File: src/include/bft_cnfg_config.svh
`ifndef BFT_CNFG_CONFIG_SVH
`define BFT_CNFG_CONFIG_SVH

// ------------------------------
// bus geometry
// ------------------------------
`define CNFG_DATA_BITS 64   // axi-lite data width
`define CNFG_STRB_BITS 8    // one strobe per byte
`define CNFG_N_REGS    32   // register slots
`define CNFG_ADDR_BITS 8    // [7:3] index, [2:0] byte offset

// ------------------------------
// register map
// ------------------------------
`define CNFG_REG_CONTROL         5'd0   // write only, bit 0 = ap_clr
`define CNFG_REG_OPEN_CON        5'd2
`define CNFG_REG_OPEN_PORT       5'd3
`define CNFG_REG_CLOSE_CON       5'd4
`define CNFG_REG_OPEN_STATUS     5'd5   // pops conn status stream
`define CNFG_REG_PORT_STATUS     5'd6   // pops port status stream
`define CNFG_REG_CONS_BYTES_NET  5'd7
`define CNFG_REG_PROD_BYTES_NET  5'd8
`define CNFG_REG_MAX_PKG_WORD    5'd11
`define CNFG_REG_CONS_BYTES_HOST 5'd12
`define CNFG_REG_PROD_BYTES_HOST 5'd13
`define CNFG_REG_BATCH_MAX_TIMER 5'd25
`define CNFG_REG_BUFF_CMD        5'd31

`endif

File: src/rtl/bft_cnfg_pkg.sv
`default_nettype none

`include "bft_cnfg_config.svh"

package bft_cnfg_pkg;

  typedef logic [$clog2(`CNFG_N_REGS)-1:0] reg_idx_t;
  typedef logic [`CNFG_DATA_BITS-1:0]      cnfg_word_t;

  // ------------------------------
  // axi-lite channels
  // ------------------------------
  typedef struct packed {
    logic                       awvalid;
    logic [`CNFG_ADDR_BITS-1:0] awaddr;
    logic                       wvalid;
    cnfg_word_t                 wdata;
    logic [`CNFG_STRB_BITS-1:0] wstrb;
    logic                       bready;
    logic                       arvalid;
    logic [`CNFG_ADDR_BITS-1:0] araddr;
    logic                       rready;
  } axil_req_t;

  typedef struct packed {
    logic       awready;
    logic       wready;
    logic       bvalid;
    logic [1:0] bresp;
    logic       arready;
    logic       rvalid;
    cnfg_word_t rdata;
    logic [1:0] rresp;
  } axil_rsp_t;

  typedef struct packed {
    reg_idx_t                   idx;
    cnfg_word_t                 data;
    logic [`CNFG_STRB_BITS-1:0] strb;
  } wr_req_t;

  // ------------------------------
  // command and status words
  // ------------------------------
  typedef struct packed {
    logic [15:0] pad;
    logic [15:0] port;
    logic [31:0] ip;
  } conn_cmd_t;

  typedef struct packed {
    logic [15:0] size_kb;
    logic [47:0] base_offset;
  } buff_cmd_t;

  // same stored word, seen by the connection or the buffer engine
  typedef union packed {
    cnfg_word_t word;
    conn_cmd_t  conn;
    buff_cmd_t  buff;
  } cmd_word_u;

  typedef struct packed {
    logic [55:0] pad;
    logic [15:0] port;
    logic [31:0] ip;
    logic [7:0]  success;
    logic [15:0] session;
  } conn_sts_t;

  typedef struct packed {
    logic [15:0] port;
    logic [31:0] ip;
    logic        success;
    logic [14:0] session;
  } conn_sts_rd_t;

  typedef struct packed {
    cnfg_word_t cons_bytes_net;
    cnfg_word_t prod_bytes_net;
    cnfg_word_t cons_bytes_host;
    cnfg_word_t prod_bytes_host;
  } byte_counters_t;

endpackage

`default_nettype wire

File: src/rtl/axil_wr_channel.sv
`timescale 1ns/1ps
`default_nettype none

`include "bft_cnfg_config.svh"

module axil_wr_channel (
  input  logic                    aclk,
  input  logic                    aresetn,
  input  bft_cnfg_pkg::axil_req_t axil_req,
  output logic                    awready,
  output logic                    wready,
  output logic                    bvalid,
  output logic                    wr_valid,
  output bft_cnfg_pkg::wr_req_t   wr_req
);
  import bft_cnfg_pkg::*;

  localparam int IDX_LSB = $clog2(`CNFG_STRB_BITS);

  logic     wr_busy; // write outstanding until b handshake
  reg_idx_t aw_idx;

  // ------------------------------
  // address and data acceptance
  // ------------------------------
  always_ff @(posedge aclk or negedge aresetn) begin
    if (!aresetn) begin
      awready <= 1'b0;
      wready  <= 1'b0;
      wr_busy <= 1'b0;
      aw_idx  <= '0;
    end else if (axil_req.awvalid && axil_req.wvalid && !wr_busy) begin
      awready <= 1'b1; // both ready for one cycle
      wready  <= 1'b1;
      wr_busy <= 1'b1;
      aw_idx  <= axil_req.awaddr[`CNFG_ADDR_BITS-1:IDX_LSB];
    end else begin
      awready <= 1'b0;
      wready  <= 1'b0;
      if (bvalid && axil_req.bready) begin
        wr_busy <= 1'b0; // response taken, open for next write
      end
    end
  end

  assign wr_valid = awready && wready && axil_req.awvalid && axil_req.wvalid;

  // data is still on the bus during the ready cycle
  assign wr_req = '{idx: aw_idx, data: axil_req.wdata, strb: axil_req.wstrb};

  // ------------------------------
  // write response
  // ------------------------------
  always_ff @(posedge aclk or negedge aresetn) begin
    if (!aresetn) begin
      bvalid <= 1'b0;
    end else if (wr_valid) begin
      bvalid <= 1'b1;
    end else if (axil_req.bready) begin
      bvalid <= 1'b0;
    end
  end

  a_bvalid_hold: assert property (@(posedge aclk) disable iff (!aresetn)
    bvalid && !axil_req.bready |=> bvalid)
    else $error("bvalid dropped before bready");

endmodule

`default_nettype wire

File: src/rtl/axil_rd_channel.sv
`timescale 1ns/1ps
`default_nettype none

`include "bft_cnfg_config.svh"

module axil_rd_channel (
  input  logic                    aclk,
  input  logic                    aresetn,
  input  bft_cnfg_pkg::axil_req_t axil_req,
  output logic                    arready,
  output logic                    rvalid,
  output logic                    rd_valid,
  output bft_cnfg_pkg::reg_idx_t  rd_idx
);

  localparam int IDX_LSB = $clog2(`CNFG_STRB_BITS);

  // address accepted only with no response pending
  always_ff @(posedge aclk or negedge aresetn) begin
    if (!aresetn) begin
      arready <= 1'b0;
      rd_idx  <= '0;
    end else if (axil_req.arvalid && !arready && !rvalid) begin
      arready <= 1'b1;
      rd_idx  <= axil_req.araddr[`CNFG_ADDR_BITS-1:IDX_LSB];
    end else begin
      arready <= 1'b0;
    end
  end

  assign rd_valid = arready && axil_req.arvalid; // read data latched on this edge

  always_ff @(posedge aclk or negedge aresetn) begin
    if (!aresetn) begin
      rvalid <= 1'b0;
    end else if (rd_valid) begin
      rvalid <= 1'b1;
    end else if (axil_req.rready) begin
      rvalid <= 1'b0;
    end
  end

  // a new address must wait until the previous response is taken
  a_no_ar_while_r: assert property (@(posedge aclk) disable iff (!aresetn)
    rvalid && !axil_req.rready |=> !arready)
    else $error("arready raised with read response pending");

endmodule

`default_nettype wire

File: src/rtl/cnfg_reg_file.sv
`timescale 1ns/1ps
`default_nettype none

`include "bft_cnfg_config.svh"

module cnfg_reg_file (
  input  logic                     aclk,
  input  logic                     aresetn,
  input  logic                     wr_valid,
  input  bft_cnfg_pkg::wr_req_t    wr_req,
  output logic                     ap_clr,
  output bft_cnfg_pkg::cmd_word_u  open_con_cmd_tdata,
  output logic                     open_con_cmd_tvalid,
  output logic [31:0]              open_port_cmd_tdata,
  output logic                     open_port_cmd_tvalid,
  output logic [31:0]              close_con_cmd_tdata,
  output logic                     close_con_cmd_tvalid,
  output bft_cnfg_pkg::cmd_word_u  buff_cmd_tdata,
  output logic                     buff_cmd_tvalid,
  output bft_cnfg_pkg::cnfg_word_t max_pkg_word,
  output bft_cnfg_pkg::cnfg_word_t batch_max_timer
);
  import bft_cnfg_pkg::*;

  cnfg_word_t open_port_q;
  cnfg_word_t close_con_q;
  logic       wr_any;      // at least one byte strobed

  // byte-strobe merge into the stored word
  function automatic cnfg_word_t merge(input cnfg_word_t old_word,
                                       input cnfg_word_t new_word,
                                       input logic [`CNFG_STRB_BITS-1:0] strb);
    cnfg_word_t res;
    res = old_word;
    for (int i = 0; i < `CNFG_STRB_BITS; i++) begin
      if (strb[i]) begin
        res[i*8 +: 8] = new_word[i*8 +: 8];
      end
    end
    return res;
  endfunction

  assign wr_any = |wr_req.strb;

  // ------------------------------
  // register writes and pulses
  // ------------------------------
  always_ff @(posedge aclk or negedge aresetn) begin
    if (!aresetn) begin
      ap_clr               <= 1'b0;
      open_con_cmd_tdata   <= '0;
      open_port_q          <= '0;
      close_con_q          <= '0;
      buff_cmd_tdata       <= '0;
      max_pkg_word         <= '0;
      batch_max_timer      <= '0;
      open_con_cmd_tvalid  <= 1'b0;
      open_port_cmd_tvalid <= 1'b0;
      close_con_cmd_tvalid <= 1'b0;
      buff_cmd_tvalid      <= 1'b0;
    end else begin
      ap_clr               <= 1'b0; // self clearing
      open_con_cmd_tvalid  <= 1'b0;
      open_port_cmd_tvalid <= 1'b0;
      close_con_cmd_tvalid <= 1'b0;
      buff_cmd_tvalid      <= 1'b0;
      if (wr_valid) begin
        case (wr_req.idx)
          `CNFG_REG_CONTROL: begin
            if (wr_req.strb[0]) begin
              ap_clr <= wr_req.data[0]; // only byte 0 is writable
            end
          end
          `CNFG_REG_OPEN_CON: begin
            open_con_cmd_tdata.word <= merge(open_con_cmd_tdata.word, wr_req.data,
                                             wr_req.strb);
            open_con_cmd_tvalid     <= wr_any;
          end
          `CNFG_REG_OPEN_PORT: begin
            open_port_q          <= merge(open_port_q, wr_req.data, wr_req.strb);
            open_port_cmd_tvalid <= wr_any;
          end
          `CNFG_REG_CLOSE_CON: begin
            close_con_q          <= merge(close_con_q, wr_req.data, wr_req.strb);
            close_con_cmd_tvalid <= wr_any;
          end
          `CNFG_REG_BUFF_CMD: begin
            buff_cmd_tdata.word <= merge(buff_cmd_tdata.word, wr_req.data, wr_req.strb);
            buff_cmd_tvalid     <= wr_any;
          end
          `CNFG_REG_MAX_PKG_WORD: max_pkg_word <= merge(max_pkg_word, wr_req.data,
                                                        wr_req.strb);
          `CNFG_REG_BATCH_MAX_TIMER: batch_max_timer <= merge(batch_max_timer,
                                                              wr_req.data, wr_req.strb);
          default: ; // read-only or unmapped
        endcase
      end
    end
  end

  assign open_port_cmd_tdata = open_port_q[31:0]; // port cmd is 32 bits wide
  assign close_con_cmd_tdata = close_con_q[31:0];

  a_one_cmd: assert property (@(posedge aclk) disable iff (!aresetn)
    $onehot0({open_con_cmd_tvalid, open_port_cmd_tvalid,
              close_con_cmd_tvalid, buff_cmd_tvalid}))
    else $error("more than one command valid in a cycle");

endmodule

`default_nettype wire

File: src/rtl/cnfg_status_reader.sv
`timescale 1ns/1ps
`default_nettype none

`include "bft_cnfg_config.svh"

module cnfg_status_reader (
  input  logic                         aclk,
  input  logic                         aresetn,
  input  logic                         rd_valid,
  input  bft_cnfg_pkg::reg_idx_t       rd_idx,
  input  bft_cnfg_pkg::cmd_word_u      open_con_cmd_tdata,
  input  logic [31:0]                  open_port_cmd_tdata,
  input  logic [31:0]                  close_con_cmd_tdata,
  input  bft_cnfg_pkg::cnfg_word_t     max_pkg_word,
  input  bft_cnfg_pkg::cnfg_word_t     batch_max_timer,
  input  bft_cnfg_pkg::conn_sts_t      conn_sts_tdata,
  input  logic                         conn_sts_tvalid,
  input  logic [31:0]                  port_sts_tdata,
  input  logic                         port_sts_tvalid,
  input  bft_cnfg_pkg::byte_counters_t byte_counters,
  output bft_cnfg_pkg::cnfg_word_t     rdata,
  output logic                         conn_sts_tready,
  output logic                         port_sts_tready
);
  import bft_cnfg_pkg::*;

  conn_sts_rd_t conn_rd; // status squeezed into one bus word

  assign conn_rd = '{port:    conn_sts_tdata.port,
                     ip:      conn_sts_tdata.ip,
                     success: conn_sts_tdata.success[0],
                     session: conn_sts_tdata.session[14:0]};

  // ------------------------------
  // read mux and stream pops
  // ------------------------------
  always_ff @(posedge aclk or negedge aresetn) begin
    if (!aresetn) begin
      rdata           <= '0;
      conn_sts_tready <= 1'b0;
      port_sts_tready <= 1'b0;
    end else begin
      conn_sts_tready <= 1'b0;
      port_sts_tready <= 1'b0;
      if (rd_valid) begin
        case (rd_idx)
          `CNFG_REG_OPEN_CON:  rdata <= open_con_cmd_tdata.word;
          `CNFG_REG_OPEN_PORT: rdata <= cnfg_word_t'(open_port_cmd_tdata);
          `CNFG_REG_CLOSE_CON: rdata <= cnfg_word_t'(close_con_cmd_tdata);
          `CNFG_REG_OPEN_STATUS: begin
            rdata           <= conn_sts_tvalid ? cnfg_word_t'(conn_rd) : '0;
            conn_sts_tready <= conn_sts_tvalid; // pop only a real word
          end
          `CNFG_REG_PORT_STATUS: begin
            rdata           <= port_sts_tvalid ? cnfg_word_t'(port_sts_tdata) : '0;
            port_sts_tready <= port_sts_tvalid;
          end
          `CNFG_REG_CONS_BYTES_NET:  rdata <= byte_counters.cons_bytes_net;
          `CNFG_REG_PROD_BYTES_NET:  rdata <= byte_counters.prod_bytes_net;
          `CNFG_REG_CONS_BYTES_HOST: rdata <= byte_counters.cons_bytes_host;
          `CNFG_REG_PROD_BYTES_HOST: rdata <= byte_counters.prod_bytes_host;
          `CNFG_REG_MAX_PKG_WORD:    rdata <= max_pkg_word;
          `CNFG_REG_BATCH_MAX_TIMER: rdata <= batch_max_timer;
          default:                   rdata <= '0; // control and holes
        endcase
      end
    end
  end

  a_conn_pop: assert property (@(posedge aclk) disable iff (!aresetn)
    conn_sts_tready |-> $past(conn_sts_tvalid))
    else $error("conn status popped without valid");

  a_port_pop: assert property (@(posedge aclk) disable iff (!aresetn)
    port_sts_tready |-> $past(port_sts_tvalid))
    else $error("port status popped without valid");

endmodule

`default_nettype wire

File: src/rtl/bft_cnfg_slave.sv
`timescale 1ns/1ps
`default_nettype none

module bft_cnfg_slave (
  input  logic                         aclk,
  input  logic                         aresetn,
  input  bft_cnfg_pkg::axil_req_t      axil_req,
  output bft_cnfg_pkg::axil_rsp_t      axil_rsp,
  output logic                         ap_clr,
  output bft_cnfg_pkg::cmd_word_u      open_con_cmd_tdata,
  output logic                         open_con_cmd_tvalid,
  output logic [31:0]                  open_port_cmd_tdata,
  output logic                         open_port_cmd_tvalid,
  output logic [31:0]                  close_con_cmd_tdata,
  output logic                         close_con_cmd_tvalid,
  output bft_cnfg_pkg::cmd_word_u      buff_cmd_tdata,
  output logic                         buff_cmd_tvalid,
  input  bft_cnfg_pkg::conn_sts_t      conn_sts_tdata,
  input  logic                         conn_sts_tvalid,
  output logic                         conn_sts_tready,
  input  logic [31:0]                  port_sts_tdata,
  input  logic                         port_sts_tvalid,
  output logic                         port_sts_tready,
  input  bft_cnfg_pkg::byte_counters_t byte_counters,
  output bft_cnfg_pkg::cnfg_word_t     max_pkg_word,
  output bft_cnfg_pkg::cnfg_word_t     batch_max_timer
);
  import bft_cnfg_pkg::*;

  logic       awready, wready, bvalid, wr_valid;
  logic       arready, rvalid, rd_valid;
  wr_req_t    wr_req;
  reg_idx_t   rd_idx;
  cnfg_word_t rdata;

  axil_wr_channel wr_ch0 (.aclk, .aresetn, .axil_req, .awready, .wready, .bvalid,
                          .wr_valid, .wr_req);

  axil_rd_channel rd_ch0 (.aclk, .aresetn, .axil_req, .arready, .rvalid, .rd_valid,
                          .rd_idx);

  cnfg_reg_file regs0 (.aclk, .aresetn, .wr_valid, .wr_req, .ap_clr,
                       .open_con_cmd_tdata, .open_con_cmd_tvalid,
                       .open_port_cmd_tdata, .open_port_cmd_tvalid,
                       .close_con_cmd_tdata, .close_con_cmd_tvalid,
                       .buff_cmd_tdata, .buff_cmd_tvalid, .max_pkg_word, .batch_max_timer);

  cnfg_status_reader rd0 (.aclk, .aresetn, .rd_valid, .rd_idx, .open_con_cmd_tdata,
                          .open_port_cmd_tdata, .close_con_cmd_tdata, .max_pkg_word,
                          .batch_max_timer, .conn_sts_tdata, .conn_sts_tvalid,
                          .port_sts_tdata, .port_sts_tvalid, .byte_counters, .rdata,
                          .conn_sts_tready, .port_sts_tready);

  // responses are always OKAY
  always_comb begin
    axil_rsp         = '0;
    axil_rsp.awready = awready;
    axil_rsp.wready  = wready;
    axil_rsp.bvalid  = bvalid;
    axil_rsp.bresp   = 2'b00;
    axil_rsp.arready = arready;
    axil_rsp.rvalid  = rvalid;
    axil_rsp.rdata   = rdata;
    axil_rsp.rresp   = 2'b00;
  end

endmodule

`default_nettype wire

File: config.mk
export PLATFORM = sky130hd
export DESIGN_NAME = bft_cnfg_slave
export DESIGN_NICKNAME = d
export VERILOG_FILES = /design/src/rtl/bft_cnfg_pkg.sv /design/src/rtl/axil_wr_channel.sv /design/src/rtl/axil_rd_channel.sv /design/src/rtl/cnfg_reg_file.sv /design/src/rtl/cnfg_status_reader.sv /design/src/rtl/bft_cnfg_slave.sv
export VERILOG_INCLUDE_DIRS = /design/src /design/src/include
export SDC_FILE = /design/constraint.sdc
export NUM_CORES = 1
export LEC_CHECK = 0
export BUFFER_PORTS_ARGS = -buffer_cell sky130_fd_sc_hd__buf_4
export CAP_MARGIN = 30
export CORE_AREA = 2 2 356 358
export DETAILED_ROUTE_END_ITERATION = 12
export DIE_AREA = 0 0 358 360
export HOLD_SLACK_MARGIN = 0.05
export SETUP_SLACK_MARGIN = 0.05
export SYNTH_ARGS = -nofsm -noshare
export SYNTH_HDL_FRONTEND = slang
export SYNTH_HIERARCHICAL = 1
export SYNTH_SLANG_ARGS = --single-unit
File: constraint.sdc
create_clock -name aclk -period 2.47 [get_ports aclk]
set_input_delay 0.247 -clock aclk [delete_from_list [all_inputs] [get_ports aclk]]
set_output_delay 0.247 -clock aclk [all_outputs]
set_load 0.02 [all_outputs]
Word-level counts from Yosys, hierarchy flattened:

Cells that the tools add are included.

* flip-flop bits (word level): 406
* output and inout bits: 400
* logic and storage cells: 154
* input port bits: 513

* mux-type cells: 26
* equal/unequal tests: 17
* reduce and logical (&&, ||, !) cells: 56

Operators with widths (count)
* $pmux W64 S11: 1
* $reduce_and A3 Y1: 40
* $mux W64: 1
* $mux W32: 1
* $eq A5 B3 Y1 const B: 5
* $eq A5 B4 Y1 const B: 5
* $mux W1: 23
* $eq A5 B2 Y1 const B: 4
* $eq A5 B5 Y1 const B: 3
* $logic_and A1 B1 Y1: 8
* $reduce_or A8 Y1: 1
* $reduce_bool A2 Y1: 3
* $logic_not A5 Y1: 1
* $logic_not A1 Y1: 3

Longest topological paths before layout:

* depth in word-level cells: 4
* mapped depth: 9
* mapped depth without buffers: 6

Modules after synthesis:

Netlist, hierarchy kept.

Modules (own cells, without submodules)
* cnfg_reg_file: cells each 726, area an instance 12439.4 µm², times used 1, sequential area each 8132.8 µm²
* cnfg_status_reader: cells each 791, area an instance 6821.5 µm², times used 1, sequential area each 1651.6 µm²
* axil_wr_channel: cells each 93, area an instance 877.1 µm², times used 1, sequential area each 200.2 µm²
* axil_rd_channel: cells each 16, area an instance 269.0 µm², times used 1, sequential area each 175.2 µm²
* bft_cnfg_slave: cells each 10, area an instance 71.3 µm², times used 1, sequential area each 0.0 µm²

Worst setup path before layout:

No wires, ideal clock.

* path kind: reg2reg
* start: register wr_ch0.aw_idx[2]
* end: register regs0/open_con_cmd_tdata[0] (netlist name)
* cell stages (with the launch flop): 6
* data required time: 2345 ps
* period minus slack after synthesis: 2023 ps
* data arrival time: 1899 ps
* buffers on the path: 2
* setup slack: 447 ps
* setup time: 125 ps
* cell sequence: dfrtp_1 -> or3_1 -> buf_4 -> buf_6 -> nor4_4 -> mux2_2

* word-level cells in the longest chain between the ends: 2

RTL lines
* start, declared: RTL line axil_wr_channel.sv:21 `reg_idx_t aw_idx;`
* start signal, assigned: RTL line axil_wr_channel.sv:36 `` aw_idx <= axil_req.awaddr[`CNFG_ADDR_BITS-1:IDX_LSB]; ``
* $eq A5 B2 Y1: RTL line cnfg_reg_file.sv:68 `case (wr_req.idx)`
* $reduce_and A3 Y1 (no line)
* end, declared: RTL line cnfg_reg_file.sv:12 `output bft_cnfg_pkg::cmd_word_u open_con_cmd_tdata,`

No other way between the ends.
A chain may end at the register's enable or synchronous reset.

Worst setup path after layout:

* start: register rd_ch0.rd_idx[0]
* end: register rd0.rdata[39]

* word-level cells in the longest chain between the ends: 2
* elaborated cells between the ends (all ways): 12
* those cells by class: eq/ne: 11; mux: 1

RTL lines
* start, declared: RTL line axil_rd_channel.sv:13 `output bft_cnfg_pkg::reg_idx_t rd_idx`
* start signal, assigned: RTL line axil_rd_channel.sv:25 `` rd_idx <= axil_req.araddr[`CNFG_ADDR_BITS-1:IDX_LSB]; ``
* $eq A5 B5 Y1, or another cell as far along: RTL line cnfg_status_reader.sv:46 `case (rd_idx)`
* $pmux W64 S11 (*): RTL line cnfg_status_reader.sv:46
* end signal, assigned: RTL line cnfg_status_reader.sv:47 `` `CNFG_REG_OPEN_CON: rdata <= open_con_cmd_tdata.word; ``
* end signal, assigned: RTL line cnfg_status_reader.sv:48 `` `CNFG_REG_OPEN_PORT: rdata <= cnfg_word_t'(open_port_cmd_tdata); ``
* end signal, assigned: RTL line cnfg_status_reader.sv:49 `` `CNFG_REG_CLOSE_CON: rdata <= cnfg_word_t'(close_con_cmd_tdata); ``
* end, declared: RTL line cnfg_status_reader.sv:21 `output bft_cnfg_pkg::cnfg_word_t rdata,`

Every way passes the cells marked *; elsewhere a longest branch is shown, timed or not.

==> metrics <==
# setup viols final=1; synthesized area per cell=12.5 um^2; LEAKAGE=roughly 17 nW; root buf cell=clkbuf_16; worst vdd ir=about 0.44 mV; Tmin final=around 2500 ps; HP Start=byte_counters[136]; Worst Path Required=2950 ps; Achievable Freq=between 400 and 500 MHz; Setup WS pre-CTS=14.0 ps; Worst setup SP type=flip-flop; Die ar.=between 100,000 and 150,000 um^2; Die X=between 300 and 400 um; most frequent cell after synthesis=dfrtp_1; Yosys top cell area share=0.496; via count=20,090; Clock Sinks=406; antenna violations before repair=19; Hold Crit Class=primary input to flip-flop; TritonRoute pass-1 iters=8; Layout fillers=~13,000; period utilization=1.01; clock buffer depth=3; Synth Register Bits=about 400; Syn-to-layout area delta=64.6%; Main synth FF type=dfrtp_1; drt initial violations=1,777; CP delay by family, top=simple AND/OR/NAND/NOR gates; Avg WL per Cell=26.8 um; Final Core Density=0.270; ANT nets after route=0; Crit-path slowest cell=a2111oi_0; max_slew headroom=0.456; layout cells sized above 1=0.538; Bufs and invs on worst path=1; PortBufs=between 800 and 900; Residual DRC=0; number of synthesized flops with an enable pin=0; DP HPWL=a little over 90,000 um; Rows=130; r2r worst-path depth=6; CP most frequent cell=and3_1; Synth area leaders=dfrtp_1 (50%), mux2_2 (18%), a22oi_1 (3.8%); Yosys warning total=6; clock slew at the register clock pins of the worst setup and hold paths=about 60 ps; Reg2Reg Setup Slack=-20 ps; crit path kind=flip-flop to flip-flop; CP Cell Sequence=and4bb_4, buf_12, and3_1, a2111oi_0, and3_1, o2bb2ai_1; GR Overflow Total=0; Slew Limit Fails=0; worst hold stages=4; FF-to-FF End=rd0/rdata[39]; Nets=3,258; total core area=about 120,000 um^2; Synth cell types=67; first-pass GRT wire length=161,000 um; vias in the first global route=roughly 21,000; final WL=119,000 um; pin count of the biggest net entering global routing=83; Setup WS post-layout=-24.5 ps; Via density=roughly 4.5; max cap viols=0; CTS tree=yes; CTS buffer count=49; Slew @ Worst Pin=816 ps; Tot GR Track Use=0.176; Post-synth ARST share=1.00; Worst-Skew Late Latency=around 620 ps; reg2reg start=rd_ch0/rd_idx[0]; Max stage delay on crit path=~700 ps; PD cells=573 nW/um^2; register area share after synthesis=0.496; final hold vios=0; Crit Path Max Fanout=42; critical path capture point type=flip-flop; WP data arrival=2970 ps; Hold Crit Endpoint=rd0/rdata[8]; height of the die=around 360 um; Commonest cells post-synth=dfrtp_1 (406), mux2_2 (328), a22oi_1 (104); Post-Route Skew=about 24 ps; Post-Syn Instances=about 1,600; largest area contributor in the netlist=dfrtp_1; outcome=finished with violations; I/O pin count=roughly 900; CTS H-Tree Depth=2; failing checks=negative setup slack; cell area after synthesis=between 20,000 and 25,000 um^2; RSZ-0062 raised after global routing=yes; Final GP Congestion=~0.9; Starting Density=0.164
==> layer usage <==
metal	part of all wire	global-route usage
met1	0.41	0.224
met2	0.45	0.278
met3	0.083	0.0390
met4	0.055	0.0921
met5	0	0
==> worst max path at each step <==
stage,startpoint,endpoint,slack (ps),depth (start not counted)
after CTS,rd_ch0/rd_idx[0],rd0/rdata[11],70,7
final,rd_ch0/rd_idx[0],rd0/rdata[39],-20,6
after global routing,rd_ch0/rd_idx[4],rd0/rdata[3],4,6
after global placement,rd_ch0/rd_idx[0],rd0/rdata[0],10,7
after detailed placement,rd_ch0/rd_idx[0],rd0/rdata[0],10,7
after floorplan,wr_ch0/aw_idx[2],regs0/open_con_cmd_tdata[0],450,5
==> cell usage in the layout, fill, tap and decap left out, types with 9 or more instances in the layout <==
master | Yosys | layout
clkinv_2 | 0 | 10
nor3_2 | 17 | 12
a21o_1 | 32 | 32
clkbuf_8 | 0 | 11
a2111oi_4 | 10 | 11
a222oi_1 | 17 | 17
diode_2 | 0 | 10
a2111oi_2 | 10 | 9
a32oi_1 | 12 | 12
o21ai_0 | 10 | 10
nand2_1 | 26 | 26
buf_4 | 94 | 962
nor2b_1 | 12 | 11
dlygate4sd3_1 | 0 | 245
a22oi_1 | 104 | 104
buf_12 | 0 | 34
nor3_4 | 7 | 13
and3_1 | 92 | 91
o2bb2ai_1 | 10 | 10
nor2_1 | 61 | 57
mux2_2 | 328 | 328
dfrtp_1 | 406 | 404
a21oi_1 | 44 | 44
a221oi_1 | 21 | 21
clkbuf_16 | 0 | 52
a31oi_1 | 39 | 38
a22o_1 | 35 | 35
mux2i_1 | 35 | 33
a211o_1 | 16 | 16
==> cells by family (layout without fill, tap and decap cells) <==
family                 Yosys count  in the layout  share of synthesized area
buffers and inverters          196           1341                     0.0572
AOI/OAI and AO/OA              385            385                      0.155
other                            1             14                   0.000183
DFF                            406            406                      0.496
and+or+nand+nor                279            279                     0.0899
muxes                          369            369                      0.202
==> power breakdown <==
part,internal (mW),switching (mW),leakage (nW)
sequential,6.84,0.207,5.64
clock,4.63,3.13,0.849
combinational,1.88,2.63,10.1
==> final cells by class <==
cell class / count / area, um^2 / share of cell area
clock buffer: 69 / 1450 / 0.0431
multi-input combinational: 1037 / 9330 / 0.277
inverter: 8 / 32.5 / 0.000965
timing repair buffer: 1243 / 10400 / 0.308
sequential: 406 / 10200 / 0.302
clock inverter: 21 / 254 / 0.00753
antenna: 10 / 25.0 / 0.000742
tap: 1650 / 2060 / 0.0612
==> state kept, by name, summed over array words and instances (netlist names), 5 cells and up <==
register / count
rd0/rdata: 64
regs0/batch_max_timer: 64
regs0/buff_cmd_tdata: 64
regs0/max_pkg_word: 64
regs0/open_con_cmd_tdata: 64
regs0/close_con_q: 32
regs0/open_port_q: 32
rd_ch0/rd_idx: 5
wr_ch0/aw_idx: 5
==> timing repair <==
item / CTS / global route
hold buffers: 245 / 0
buffers inserted: 0 / 1
resized for setup: 3 / 3
endpoints found under the hold margin: 578 / 0
endpoints found under the setup margin: 3 / 9
gates cloned: 0 / 1
pin swaps: 0 / 1
==> worst min-delay path, stage by stage <==
cell and delay, ps:
buf_4 80, a222oi_1 80, nor2_1 150, a211o_1 110
==> per-stage QoR <==
| stage | area, um^2 | hold slack (ps) | setup TNS, ps | std cells | power (mW) |
|---|---|---|---|---|---|
| after global placement | 29500 | 193 | 0 | 4097 | 11.2 |
| after detailed placement | 29500 | 200 | 0 | 4097 | 11.3 |
| after CTS | 33600 | 50.1 | 0 | 4432 | 19.5 |
| after global routing | 33700 | 80.6 | 0 | 4438 | 20.0 |
| after floorplan | 20500 | -48.6 | 0 | 1639 | 8.85 |
| final | 33700 | 93.1 | -24.5 | 4444 | 19.3 |
No activity file was read; power rests on OpenSTA's default activity.
